File: config.mk
export PLATFORM = sky130hd
export DESIGN_NAME = eg_top
export DESIGN_NICKNAME = d
export VERILOG_FILES = /design/src/verilog/eg_pkg.sv /design/src/verilog/eg_cfg_if.sv /design/src/verilog/slot_timer.sv /design/src/verilog/shift_line.sv /design/src/verilog/op_regs.sv /design/src/verilog/env_gen.sv /design/src/verilog/eg_top.sv
export VERILOG_INCLUDE_DIRS = /design/src /design/src/verilog
export SDC_FILE = /design/constraint.sdc
export NUM_CORES = 2
export LEC_CHECK = 0
export BUFFER_PORTS_ARGS = -buffer_cell sky130_fd_sc_hd__buf_2
export CAP_MARGIN = 5
export CORE_MARGIN = 2
export CORE_UTILIZATION = 65
export CTS_CLUSTER_DIAMETER = 100
export CTS_CLUSTER_SIZE = 20
export DETAILED_ROUTE_END_ITERATION = 8
export GPL_TIMING_DRIVEN = 0
export PLACE_DENSITY = 0.81
export SETUP_SLACK_MARGIN = 0.3
export SLEW_MARGIN = 0
export SYNTH_ARGS = -nofsm -noshare
export SYNTH_HDL_FRONTEND = slang
export SYNTH_SLANG_ARGS = --single-unit
File: constraint.sdc
create_clock -name clk -period 13.83 [get_ports clk]
set_input_delay 2.766 -clock clk [delete_from_list [all_inputs] [get_ports clk]]
set_output_delay 2.766 -clock clk [all_outputs]
set_load 0.005 [all_outputs]
File: src/verilog/eg_macros.svh
`ifndef EG_MACROS_SVH
`define EG_MACROS_SVH

// operator slots in one sample
`define EG_SLOTS 32

// slot index width
`define SLOT_W 5

// attenuation, 1 lsb is about 0.094 dB
`define EG_W 10

// global envelope counter
`define EG_CNT_W 15

`define TL_W 7   // total level
`define AM_W 7   // amplitude modulation input
`define KC_W 5   // keycode, also the rate2 side field

`endif

File: src/verilog/eg_pkg.sv
`include "eg_macros.svh"

package eg_pkg;

    typedef enum logic [1:0] {
        ATTACK  = 2'd0,
        DECAY1  = 2'd1,
        DECAY2  = 2'd2,
        RELEASE = 2'd3
    } eg_state_t;

    // rate view, written with wr_sel low
    typedef struct packed {
        logic [4:0] arate;
        logic [4:0] rate1;
        logic [1:0] ks;     // key scaling depth
        logic [3:0] rrate;
    } rate_word_t;

    // level view, written with wr_sel high
    typedef struct packed {
        logic [3:0]       d1l;    // sustain level
        logic [`TL_W-1:0] tl;
        logic [1:0]       ams;
        logic             amsen;
        logic             keyon;
        logic             spare;
    } level_word_t;

    typedef union packed {
        rate_word_t  rate;
        level_word_t lvl;
    } reg_word_u;

endpackage

File: src/verilog/eg_cfg_if.sv
`timescale 1ns/1ps
`include "eg_macros.svh"

// per-slot parameters, each aligned to the stage that consumes it
interface eg_cfg_if;
    logic [3:0]       d1l_i;
    logic [4:0]       arate_ii;
    logic [4:0]       rate1_ii;
    logic [4:0]       rate2_ii;
    logic [3:0]       rrate_ii;
    logic             keyon_ii;
    logic [`KC_W-1:0] keycode_iii;
    logic [1:0]       ks_iii;
    logic [`TL_W-1:0] tl_vii;
    logic [1:0]       ams_vii;
    logic             amsen_vii;

    modport cfg_src (
        output d1l_i, arate_ii, rate1_ii, rate2_ii, rrate_ii, keyon_ii,
        output keycode_iii, ks_iii, tl_vii, ams_vii, amsen_vii
    );

    modport cfg_dst (
        input d1l_i, arate_ii, rate1_ii, rate2_ii, rrate_ii, keyon_ii,
        input keycode_iii, ks_iii, tl_vii, ams_vii, amsen_vii
    );

endinterface

File: src/verilog/slot_timer.sv
`timescale 1ns/1ps
`include "eg_macros.svh"

module slot_timer (
    input  logic               clk,
    input  logic               rst,
    input  logic               cen,
    output logic [`SLOT_W-1:0] slot,
    output logic               zero,
    output logic [`SLOT_W-1:0] out_slot
);

    // eg_out is registered at stage XI
    localparam int OUT_LAG = 10;

    localparam logic [`SLOT_W-1:0] LAST_SLOT = `SLOT_W'(`EG_SLOTS - 1);

    // slot currently at stage I
    always_ff @(posedge clk) begin
        if (rst) begin
            slot <= '0;
        end else if (cen) begin
            if (slot == LAST_SLOT)
                slot <= '0;
            else
                slot <= slot + `SLOT_W'(1);
        end
    end

    assign zero = slot == LAST_SLOT;   // sample start

    // wraps modulo 32 on its own
    assign out_slot = slot - `SLOT_W'(OUT_LAG);

endmodule

File: src/verilog/shift_line.sv
`timescale 1ns/1ps

// per-slot state storage, one stage per cen step
module shift_line #(
    parameter int               width  = 1,
    parameter int               stages = 32,
    parameter logic [width-1:0] rstval = '0
) (
    input  logic             clk,
    input  logic             rst,
    input  logic             cen,
    input  logic [width-1:0] din,
    output logic [width-1:0] drop
);

    logic [stages*width-1:0] bits;

    always_ff @(posedge clk) begin
        if (rst) begin
            bits <= {stages{rstval}};
        end else if (cen) begin
            bits <= {bits[(stages-1)*width-1:0], din};   // newest at the bottom
        end
    end

    assign drop = bits[stages*width-1 -: width];

endmodule

File: src/verilog/op_regs.sv
`timescale 1ns/1ps
`include "eg_macros.svh"

module op_regs import eg_pkg::*; (
    input  logic               clk,
    input  logic               rst,
    input  logic               cen,
    input  logic [`SLOT_W-1:0] slot,
    input  logic               wr_valid,
    input  logic               wr_sel,
    input  logic [`SLOT_W-1:0] wr_slot,
    input  reg_word_u          wr_data,
    input  logic [`KC_W-1:0]   wr_keycode,
    output logic               wr_ready,
    eg_cfg_if.cfg_src          cfg
);

    reg_word_u        rate_mem  [`EG_SLOTS];
    reg_word_u        lvl_mem   [`EG_SLOTS];
    logic [`KC_W-1:0] kc_mem    [`EG_SLOTS];
    logic [4:0]       rate2_mem [`EG_SLOTS];

    // one-entry holding buffer
    logic               hold_full;
    logic               hold_sel;
    logic [`SLOT_W-1:0] hold_slot;
    reg_word_u          hold_data;
    logic [`KC_W-1:0]   hold_side;

    logic [`SLOT_W-1:0] rd_ii;
    logic [`SLOT_W-1:0] rd_iii;
    logic [`SLOT_W-1:0] rd_vii;

    assign wr_ready = !hold_full;

    always_ff @(posedge clk) begin
        if (rst)
            hold_full <= 1'b0;
        else if (wr_valid && wr_ready)
            hold_full <= 1'b1;
        else if (cen)
            hold_full <= 1'b0;   // committed below
    end

    always_ff @(posedge clk) begin
        if (wr_valid && wr_ready) begin
            hold_sel  <= wr_sel;
            hold_slot <= wr_slot;
            hold_data <= wr_data;
            hold_side <= wr_keycode;   // rate2 when wr_sel is low
        end
    end

    // config starts cleared so every key reads off
    always_ff @(posedge clk) begin
        if (rst) begin
            for (int i = 0; i < `EG_SLOTS; i++) begin
                rate_mem[i]  <= '0;
                lvl_mem[i]   <= '0;
                kc_mem[i]    <= '0;
                rate2_mem[i] <= '0;
            end
        end else if (cen && hold_full) begin
            if (hold_sel) begin
                lvl_mem[hold_slot] <= hold_data;
                kc_mem[hold_slot]  <= hold_side;
            end else begin
                rate_mem[hold_slot]  <= hold_data;
                rate2_mem[hold_slot] <= hold_side;
            end
        end
    end

    // slot seen by each later stage
    assign rd_ii  = slot - `SLOT_W'(1);
    assign rd_iii = slot - `SLOT_W'(2);
    assign rd_vii = slot - `SLOT_W'(6);

    assign cfg.d1l_i       = lvl_mem[slot].lvl.d1l;
    assign cfg.arate_ii    = rate_mem[rd_ii].rate.arate;
    assign cfg.rate1_ii    = rate_mem[rd_ii].rate.rate1;
    assign cfg.rate2_ii    = rate2_mem[rd_ii];
    assign cfg.rrate_ii    = rate_mem[rd_ii].rate.rrate;
    assign cfg.keyon_ii    = lvl_mem[rd_ii].lvl.keyon;
    assign cfg.keycode_iii = kc_mem[rd_iii];
    assign cfg.ks_iii      = rate_mem[rd_iii].rate.ks;
    assign cfg.tl_vii      = lvl_mem[rd_vii].lvl.tl;
    assign cfg.ams_vii     = lvl_mem[rd_vii].lvl.ams;
    assign cfg.amsen_vii   = lvl_mem[rd_vii].lvl.amsen;

endmodule

File: src/verilog/env_gen.sv
`timescale 1ns/1ps
`include "eg_macros.svh"

module env_gen import eg_pkg::*; (
    input  logic             clk,
    input  logic             rst,
    input  logic             cen,
    input  logic             zero,
    eg_cfg_if.cfg_dst        cfg,
    input  logic [`AM_W-1:0] am,
    output logic             pg_rst,
    output logic [`EG_W-1:0] eg_out
);

    localparam logic [`EG_W-1:0] EG_MAX = '1;

    logic [1:0]           cnt_base;
    logic [`EG_CNT_W-1:0] eg_cnt;
    logic [4:0]           d1level_ii;
    logic [4:0]           cfg_iii;
    logic [1:0]           state_loop;
    eg_state_t            state_ii, state_iii, state_iv, state_v, state_vi;
    logic [`EG_W-1:0]     eg_ii, eg_vi, eg_vii, eg_viii;
    logic                 keyon_last_ii, keyon_now_ii, keyoff_now_ii;
    logic                 ar_off_ii, ar_off_vi;
    logic [`KC_W-1:0]     ks_add;
    logic [6:0]           pre_rate_iii;
    logic [5:0]           rate_iv, rate_v;
    logic [5:1]           rate_vi;
    logic [3:0]           cnt_top, cnt_shift;
    logic [2:0]           cnt_v;
    logic                 cnt_out, sum_up;
    logic [7:0]           step_idx;
    logic                 step_v, step_vi;
    logic [8:0]           ar_sum0;
    logic [`EG_W-1:0]     ar_sum, ar_result;
    logic [3:0]           dec_step;
    logic [9:0]           am_final;
    logic [11:0]          sum_vii;

    // global counter, one tick every three samples
    always_ff @(posedge clk) begin
        if (rst) begin
            cnt_base <= 2'd0;
            eg_cnt   <= '0;
        end else if (cen && zero) begin
            if (cnt_base == 2'd2) begin
                cnt_base <= 2'd0;
                eg_cnt   <= eg_cnt + 1'b1;
            end else begin
                cnt_base <= cnt_base + 2'd1;
            end
        end
    end

    assign keyon_now_ii  = cfg.keyon_ii && !keyon_last_ii;
    assign keyoff_now_ii = !cfg.keyon_ii && keyon_last_ii;
    assign ar_off_ii     = keyon_now_ii && cfg.arate_ii == 5'h1f;   // instant attack
    assign state_ii      = eg_state_t'(state_loop);

    // stages I and II
    always_ff @(posedge clk) begin
        if (rst) begin
            d1level_ii <= '0;
            pg_rst     <= 1'b0;
            state_iii  <= RELEASE;
            cfg_iii    <= '0;
        end else if (cen) begin
            d1level_ii <= cfg.d1l_i == 4'd15 ? 5'h10 : {1'b0, cfg.d1l_i};   // 15 is 48 dB
            pg_rst     <= keyon_now_ii;
            if (keyoff_now_ii) begin
                state_iii <= RELEASE;
                cfg_iii   <= {cfg.rrate_ii, 1'b1};
            end else if (keyon_now_ii) begin
                state_iii <= ATTACK;
                cfg_iii   <= cfg.arate_ii;
            end else begin
                case (state_ii)
                    ATTACK: begin
                        state_iii <= eg_ii == '0 ? DECAY1 : ATTACK;
                        cfg_iii   <= eg_ii == '0 ? cfg.rate1_ii : cfg.arate_ii;
                    end
                    DECAY1: begin
                        state_iii <= eg_ii[9:5] >= d1level_ii ? DECAY2 : DECAY1;
                        cfg_iii   <= eg_ii[9:5] >= d1level_ii ? cfg.rate2_ii : cfg.rate1_ii;
                    end
                    DECAY2: begin
                        state_iii <= DECAY2;
                        cfg_iii   <= cfg.rate2_ii;
                    end
                    default: begin
                        state_iii <= RELEASE;
                        cfg_iii   <= {cfg.rrate_ii, 1'b1};
                    end
                endcase
            end
        end
    end

    always_comb begin
        ks_add       = cfg.keycode_iii >> (2'd3 - cfg.ks_iii);
        pre_rate_iii = cfg_iii == '0 ? 7'd0 : {1'b0, cfg_iii, 1'b0} + {2'b0, ks_add};
        // faster rates look at lower counter bits
        cnt_top   = state_iv == ATTACK ? 4'd11 : 4'd12;
        cnt_shift = rate_iv[5:2] < cnt_top ? cnt_top - rate_iv[5:2] : 4'd0;
    end

    // 8-step pattern
    always_comb begin
        if (rate_v[5:4] == 2'b11) begin
            if (rate_v[5:2] == 4'hf && state_v == ATTACK)
                step_idx = 8'b11111111;
            else
                case (rate_v[1:0])
                    2'd0: step_idx = 8'b00000000;
                    2'd1: step_idx = 8'b10001000;
                    2'd2: step_idx = 8'b10101010;
                    default: step_idx = 8'b11101110;
                endcase
        end else if (rate_v[5:2] == 4'd0 && state_v != ATTACK) begin
            step_idx = 8'b11111110;   // slowest decay
        end else begin
            case (rate_v[1:0])
                2'd0: step_idx = 8'b10101010;
                2'd1: step_idx = 8'b11101010;
                2'd2: step_idx = 8'b11101110;
                default: step_idx = 8'b11111110;
            endcase
        end
        step_v = rate_v[5:1] == '0 ? 1'b0 : step_idx[cnt_v];   // zero rate holds
    end

    // stages III to V
    always_ff @(posedge clk) begin
        if (rst) begin
            state_iv <= RELEASE;
            state_v  <= RELEASE;
            state_vi <= RELEASE;
            rate_iv  <= '0;
            rate_v   <= '0;
            rate_vi  <= '0;
            cnt_v    <= '0;
            sum_up   <= 1'b0;
            step_vi  <= 1'b0;
        end else if (cen) begin
            state_iv <= state_iii;
            rate_iv  <= pre_rate_iii[6] ? 6'd63 : pre_rate_iii[5:0];
            state_v  <= state_iv;
            rate_v   <= rate_iv;
            cnt_v    <= 3'(eg_cnt >> cnt_shift);
            state_vi <= state_v;
            rate_vi  <= rate_v[5:1];
            sum_up   <= cnt_v[0] != cnt_out;   // counter bit moved since last sample
            step_vi  <= step_v;
        end
    end

    always_comb begin
        case (rate_vi[5:2])
            4'b1101: ar_sum0 = {2'd0, eg_vi[9:3]} + 9'd1;
            4'b1110, 4'b1111: ar_sum0 = {1'd0, eg_vi[9:2]} + 9'd1;
            default: ar_sum0 = {3'd0, eg_vi[9:4]} + 9'd1;
        endcase
        if (rate_vi[5:4] == 2'b11)
            ar_sum = step_vi ? {ar_sum0, 1'b0} : {1'b0, ar_sum0};
        else
            ar_sum = step_vi ? {1'b0, ar_sum0} : '0;
        ar_result = ar_sum < eg_vi ? eg_vi - ar_sum : '0;
        case (rate_vi[5:2])
            4'b1100: dec_step = {2'd0, step_vi, ~step_vi};
            4'b1101: dec_step = {1'd0, step_vi, ~step_vi, 1'b0};
            4'b1110: dec_step = {step_vi, ~step_vi, 2'b0};
            4'b1111: dec_step = 4'd8;
            default: dec_step = {2'd0, step_vi, 1'b0};
        endcase
        am_final = cfg.amsen_vii && cfg.ams_vii != 2'd0 ? 10'(am) << cfg.ams_vii : '0;
        sum_vii  = {2'b0, cfg.tl_vii, 3'b0} + {2'b0, eg_vii} + {1'b0, am_final, 1'b0};
    end

    // stages VI and VII
    always_ff @(posedge clk) begin
        if (rst) begin
            eg_vii  <= EG_MAX;
            eg_viii <= EG_MAX;
        end else if (cen) begin
            if (ar_off_vi)
                eg_vii <= '0;
            else if (state_vi == ATTACK)
                if (sum_up && eg_vi != '0)
                    eg_vii <= rate_vi == 5'h1f ? '0 : ar_result;
                else
                    eg_vii <= eg_vi;
            else if (sum_up)
                eg_vii <= eg_vi <= EG_MAX - `EG_W'(8) ? eg_vi + `EG_W'(dec_step) : EG_MAX;
            else
                eg_vii <= eg_vi;
            eg_viii <= sum_vii[11:10] != 2'b0 ? EG_MAX : sum_vii[9:0];
        end
    end

    // level loop, VII back to II then on to VI
    shift_line #(.width(`EG_W), .stages(27), .rstval(EG_MAX)) u_level_loop (
        .clk, .rst, .cen, .din(eg_vii), .drop(eg_ii)
    );
    shift_line #(.width(`EG_W), .stages(4), .rstval(EG_MAX)) u_level_fwd (
        .clk, .rst, .cen, .din(eg_ii), .drop(eg_vi)
    );
    shift_line #(.width(`EG_W), .stages(3), .rstval(EG_MAX)) u_out_pad (
        .clk, .rst, .cen, .din(eg_viii), .drop(eg_out)
    );
    shift_line #(.width(2), .stages(31), .rstval(2'(RELEASE))) u_state_loop (
        .clk, .rst, .cen, .din(state_iii), .drop(state_loop)
    );
    shift_line #(.width(1), .stages(32)) u_key_hist (
        .clk, .rst, .cen, .din(cfg.keyon_ii), .drop(keyon_last_ii)
    );
    shift_line #(.width(1), .stages(32)) u_cnt_phase (
        .clk, .rst, .cen, .din(cnt_v[0]), .drop(cnt_out)
    );
    shift_line #(.width(1), .stages(4)) u_ar_off (
        .clk, .rst, .cen, .din(ar_off_ii), .drop(ar_off_vi)
    );

endmodule

File: src/verilog/eg_top.sv
`timescale 1ns/1ps
`include "eg_macros.svh"

module eg_top import eg_pkg::*; (
    input  logic               clk,
    input  logic               rst,
    input  logic               cen,
    input  logic [`AM_W-1:0]   am,
    // host write port
    input  logic               wr_valid,
    output logic               wr_ready,
    input  logic [`SLOT_W-1:0] wr_slot,
    input  logic               wr_sel,
    input  reg_word_u          wr_data,
    input  logic [`KC_W-1:0]   wr_keycode,   // rate2 with the rate view
    // envelope output
    output logic               pg_rst,
    output logic [`EG_W-1:0]   eg_out,
    output logic [`SLOT_W-1:0] out_slot,
    output logic               sample_start
);

    logic [`SLOT_W-1:0] slot;   // slot at stage I

    eg_cfg_if cfg ();

    slot_timer u_timer (
        .clk,
        .rst,
        .cen,
        .slot,
        .zero     (sample_start),
        .out_slot
    );

    op_regs u_regs (
        .clk,
        .rst,
        .cen,
        .slot,
        .wr_valid,
        .wr_sel,
        .wr_slot,
        .wr_data,
        .wr_keycode,
        .wr_ready,
        .cfg        (cfg.cfg_src)
    );

    env_gen u_env (
        .clk,
        .rst,
        .cen,
        .zero   (sample_start),
        .cfg    (cfg.cfg_dst),
        .am,
        .pg_rst,
        .eg_out
    );

endmodule

==> results_dict.tcl <==
set metrics [dict create \
    status "complete, but fails checks" \
    violations "max-capacitance violations, max-slew violations" \
    hold_viol 0 \
    crit_start "u_timer.slot[1]" \
    clkSinkCount 1892 \
    cp_data_arrival_time_ps 12280 \
    grt_start_max_net_pins 29 \
    wl_per_cell_um 29.8 \
    async_reset_ff_frac 0 \
    drt_iter0_drc 8387 \
    worstHoldPathType "register to register" \
    rows 131 \
    fin_setup_tns_ps 0 \
    power.density_nw_per_um2 119 \
    r2r_start "u_timer.slot[1]" \
    cts_resized 0 \
    syn_inst 6108 \
    pwr-share-seq 0.581 \
    relSlewSlack -0.0368 \
    cts_tree "built" \
    grt_pass1_wl_um 345000 \
    fin_total_pwr_mw 10.8 \
    clk_pin_slew_ps 90 \
    crit_top_cell "buf_2" \
    finalCritPeriodShare 0.845 \
    grt_pass1_vias 51815 \
    ys_seq_elements 1892 \
    yosys.area.top_type "edfxtp_1" \
    cts-root-buf "clkbuf_16" \
    gr-usage-all-layers 0.365 \
    ys_warn_count 0 \
    boundaryPins 56 \
    synthToLayoutAreaGrowth_pct 8.12 \
    vdd_drop_max_mv 0.119 \
    ys.flop_type "edfxtp_1" \
    max_freq_mhz 85.6 \
    fin_nets 6429 \
    seq_area_frac_synth 0.612 \
    rsz0062_at_grt "no" \
    startpoint_type "register" \
    hold_start "u_env.u_state_loop.bits[51]" \
    antenna_left 0 \
    period_needed_ps 11680 \
    timing.final.ws_setup_ps 2150 \
    synth_cell_types 81 \
    fillers 8347 \
    die_x_um 363 \
    cts-htree-levels 3 \
    dr.pass1.iters 7 \
    cap_violations 1 \
    setup_viol 0 \
    synth_fp_nets 6209 \
    fin_worst_skew_ps 45.5 \
    p_switching_mw 2.73 \
    core-area_um2 128000 \
    cp_slowest_cell "buf_1" \
    dp_hpwl_um 170000 \
    swShare 0.253 \
    worstPathRequired_ps 14430 \
    routed-via-count 52705 \
    vias_per_cell 6.57 \
    antenna_found_initial 10 \
    grt_overflow_total 0 \
    p_clk_frac 0.295 \
    drc_errors 0 \
    crit_type "register to register" \
    end_kind "register" \
    cts_made_buffers 104 \
    leakage_nw 33.3 \
    dpl_worst_slack_ps 2440 \
    tightestPinTransition_ps 1560 \
    cts_max_path_buffers 3 \
    cell_internal_pwr_mw 8.08 \
    wl_um 239000 \
    clkLatencyLatePin_ps 790 \
    ctsHoldBuffers 0 \
    critPathMaxFanout 10 \
    comb_power_share 0.124 \
    synth_edf_count 1339 \
    avgSynthCellArea_um2 13.7 \
    syn-cell-area_um2 83800 \
    initial_utilization 0.656 \
    die_y_um 363 \
    worst_path_largest_cell_delay_ps 1010 \
    io_buffers 53 \
    slew_violations 11 \
    drive_above_1_share 0.127 \
    yosysTopAreaCellShare 0.480 \
    synth_top_cells_by_area "edfxtp_1, dfxtp_1, mux4_2" \
    postCtsSetupBuffers 0 \
    gp_congestion 0.959 \
    die-area_um2 132000 \
]
per-layer routing:
metal / track usage / up-vias / routed length (µm)
met2: 0.558 / 3852 / 108000
met4: 0.192 / 8 / 14600
met1: 0.472 / 25933 / 82600
met5: 0 / - / 55
met3: 0.114 / 724 / 34000
li1: - / 22188 / -
logic make-up (layout without fill, tap and decap cells):
group                    after synthesis  after routing  synth area share
other                                  1              6         0.0000448
buffers and inverters                602            850            0.0297
flip-flops                          1892           1892             0.612
XOR/XNOR                              63             63           0.00668
AND/OR/NAND/NOR                     2198           2198             0.141
adder cells (fa/ha/maj)               67             67            0.0105
multiplexers                         951            951             0.175
AO/OA/AOI/OAI                        334            334            0.0247
metrics by stage:
step | area, µm² | hold slack [ps] | instances | util
after detailed placement | 87700 | 461 | 7882 | 0.687
after floorplan | 83800 | 439 | 6108 | -
after global placement | 86100 | 455 | 7823 | 0.675
after CTS | 90500 | 479 | 8016 | 0.709
after global routing | 90600 | 487 | 8019 | 0.709
final | 90600 | 477 | 8023 | 0.709
final timing paths:
| path | endpoint | slack (ps) | depth (start not counted) |
|---|---|---|---|
| worst min-delay path | u_env.u_state_loop.bits[51] | 480 | 2 |
| worst max-delay path | u_env.eg_viii[9] | 2150 | 27 |
| worst min register to register | u_env.u_state_loop.bits[51] | 480 | 2 |
| worst max register to register | u_env.eg_viii[9] | 2150 | 27 |
critical path: cells and delay by family (launching register included):
family | cells | cell delay, ps
flip-flops | 1 | 380
buffers and inverters | 12 | 6220
AO/OA/AOI/OAI | 8 | 1740
AND/OR/NAND/NOR | 1 | 690
adder cells (fa/ha/maj) | 3 | 1010
XOR/XNOR | 1 | 100
multiplexers | 2 | 1330
area by class of cell:
class,count,area (µm²),area share
clock buffers,128,2710,0.0300
clock inverters,6,90.1,0.000995
diodes,5,12.5,0.000138
inverters,49,184,0.00203
well taps,1662,2080,0.0230
plain buffers,553,2310,0.0255
repair buffers,114,1460,0.0161
flip-flops and latches,1892,51300,0.566
multi-input cells,3614,30500,0.336
registers in the layout, summed over array words and instances (netlist names), 3 cells and up, named ones only:
signal                   flops
u_regs.lvl_mem             480
u_env.u_state_loop.bits     59
u_env.u_key_hist.bits       32
u_regs.rate2_mem           160
u_timer.slot                 5
u_regs.kc_mem              160
u_env.u_level_fwd.bits      40
u_regs.hold_data            16
u_env.rate_iv                6
u_env.eg_vii                10
u_env.rate_v                 6
u_env.cnt_v                  3
u_env.eg_cnt                15
u_env.cfg_iii                5
u_regs.hold_slot             5
u_env.u_cnt_phase.bits      32
u_regs.hold_side             5
u_env.eg_viii               10
u_env.u_ar_off.bits          4
u_env.d1level_ii             5
u_env.rate_vi                5
u_regs.rate_mem            512
u_env.u_out_pad.bits        30
u_env.u_level_loop.bits    270
cells in the mapped netlist, types with 9 or more instances:
library cell / instances
edfxtp_1: 1339
and2_1: 1314
dfxtp_1: 553
mux2i_1: 524
nand2_1: 505
mux4_2: 406
clkbuf_1: 405
nor2_1: 248
o21ai_0: 109
a21oi_1: 99
buf_1: 77
ha_1: 57
inv_1: 47
xnor2_1: 44
buf_2: 35
nand3_1: 31
nor3_1: 26
buf_4: 22
a21o_1: 19
xor2_1: 18
mux2_2: 16
o211ai_1: 16
buf_6: 14
nor2b_1: 14
nand4_1: 9
placed cells by master, fill, tap and decap left out, types with 8 or more instances in the layout:
cell type	n
o21ai_0	45
buf_2	89
nand2_1	505
nor2b_1	13
mux2i_1	524
buf_8	36
xnor2_1	44
a211oi_1	8
edfxtp_1	1339
xor2_1	16
mux2_2	16
mux4_2	406
o211ai_1	16
clkbuf_1	428
a21o_1	19
ha_1	57
dfxtp_1	553
buf_6	14
and2_1	1314
buf_1	73
clkbuf_16	105
o21ai_4	23
nand3_1	31
o21ai_2	41
nor2_1	248
buf_16	22
nor3_1	26
buf_4	22
a21oi_1	99
inv_1	47
nand4_1	9
a31oi_1	8
power by group through the flow:
stage	sequential [mW]	combinational [mW]	clock [mW]
after global placement	6.41	1.22	0
final	6.28	1.34	3.19
after global routing	6.29	1.37	3.36
after detailed placement	6.41	1.29	0
after floorplan	6.38	0.779	0
after CTS	6.28	1.29	3.18
(Power assumes the default switching activity.)
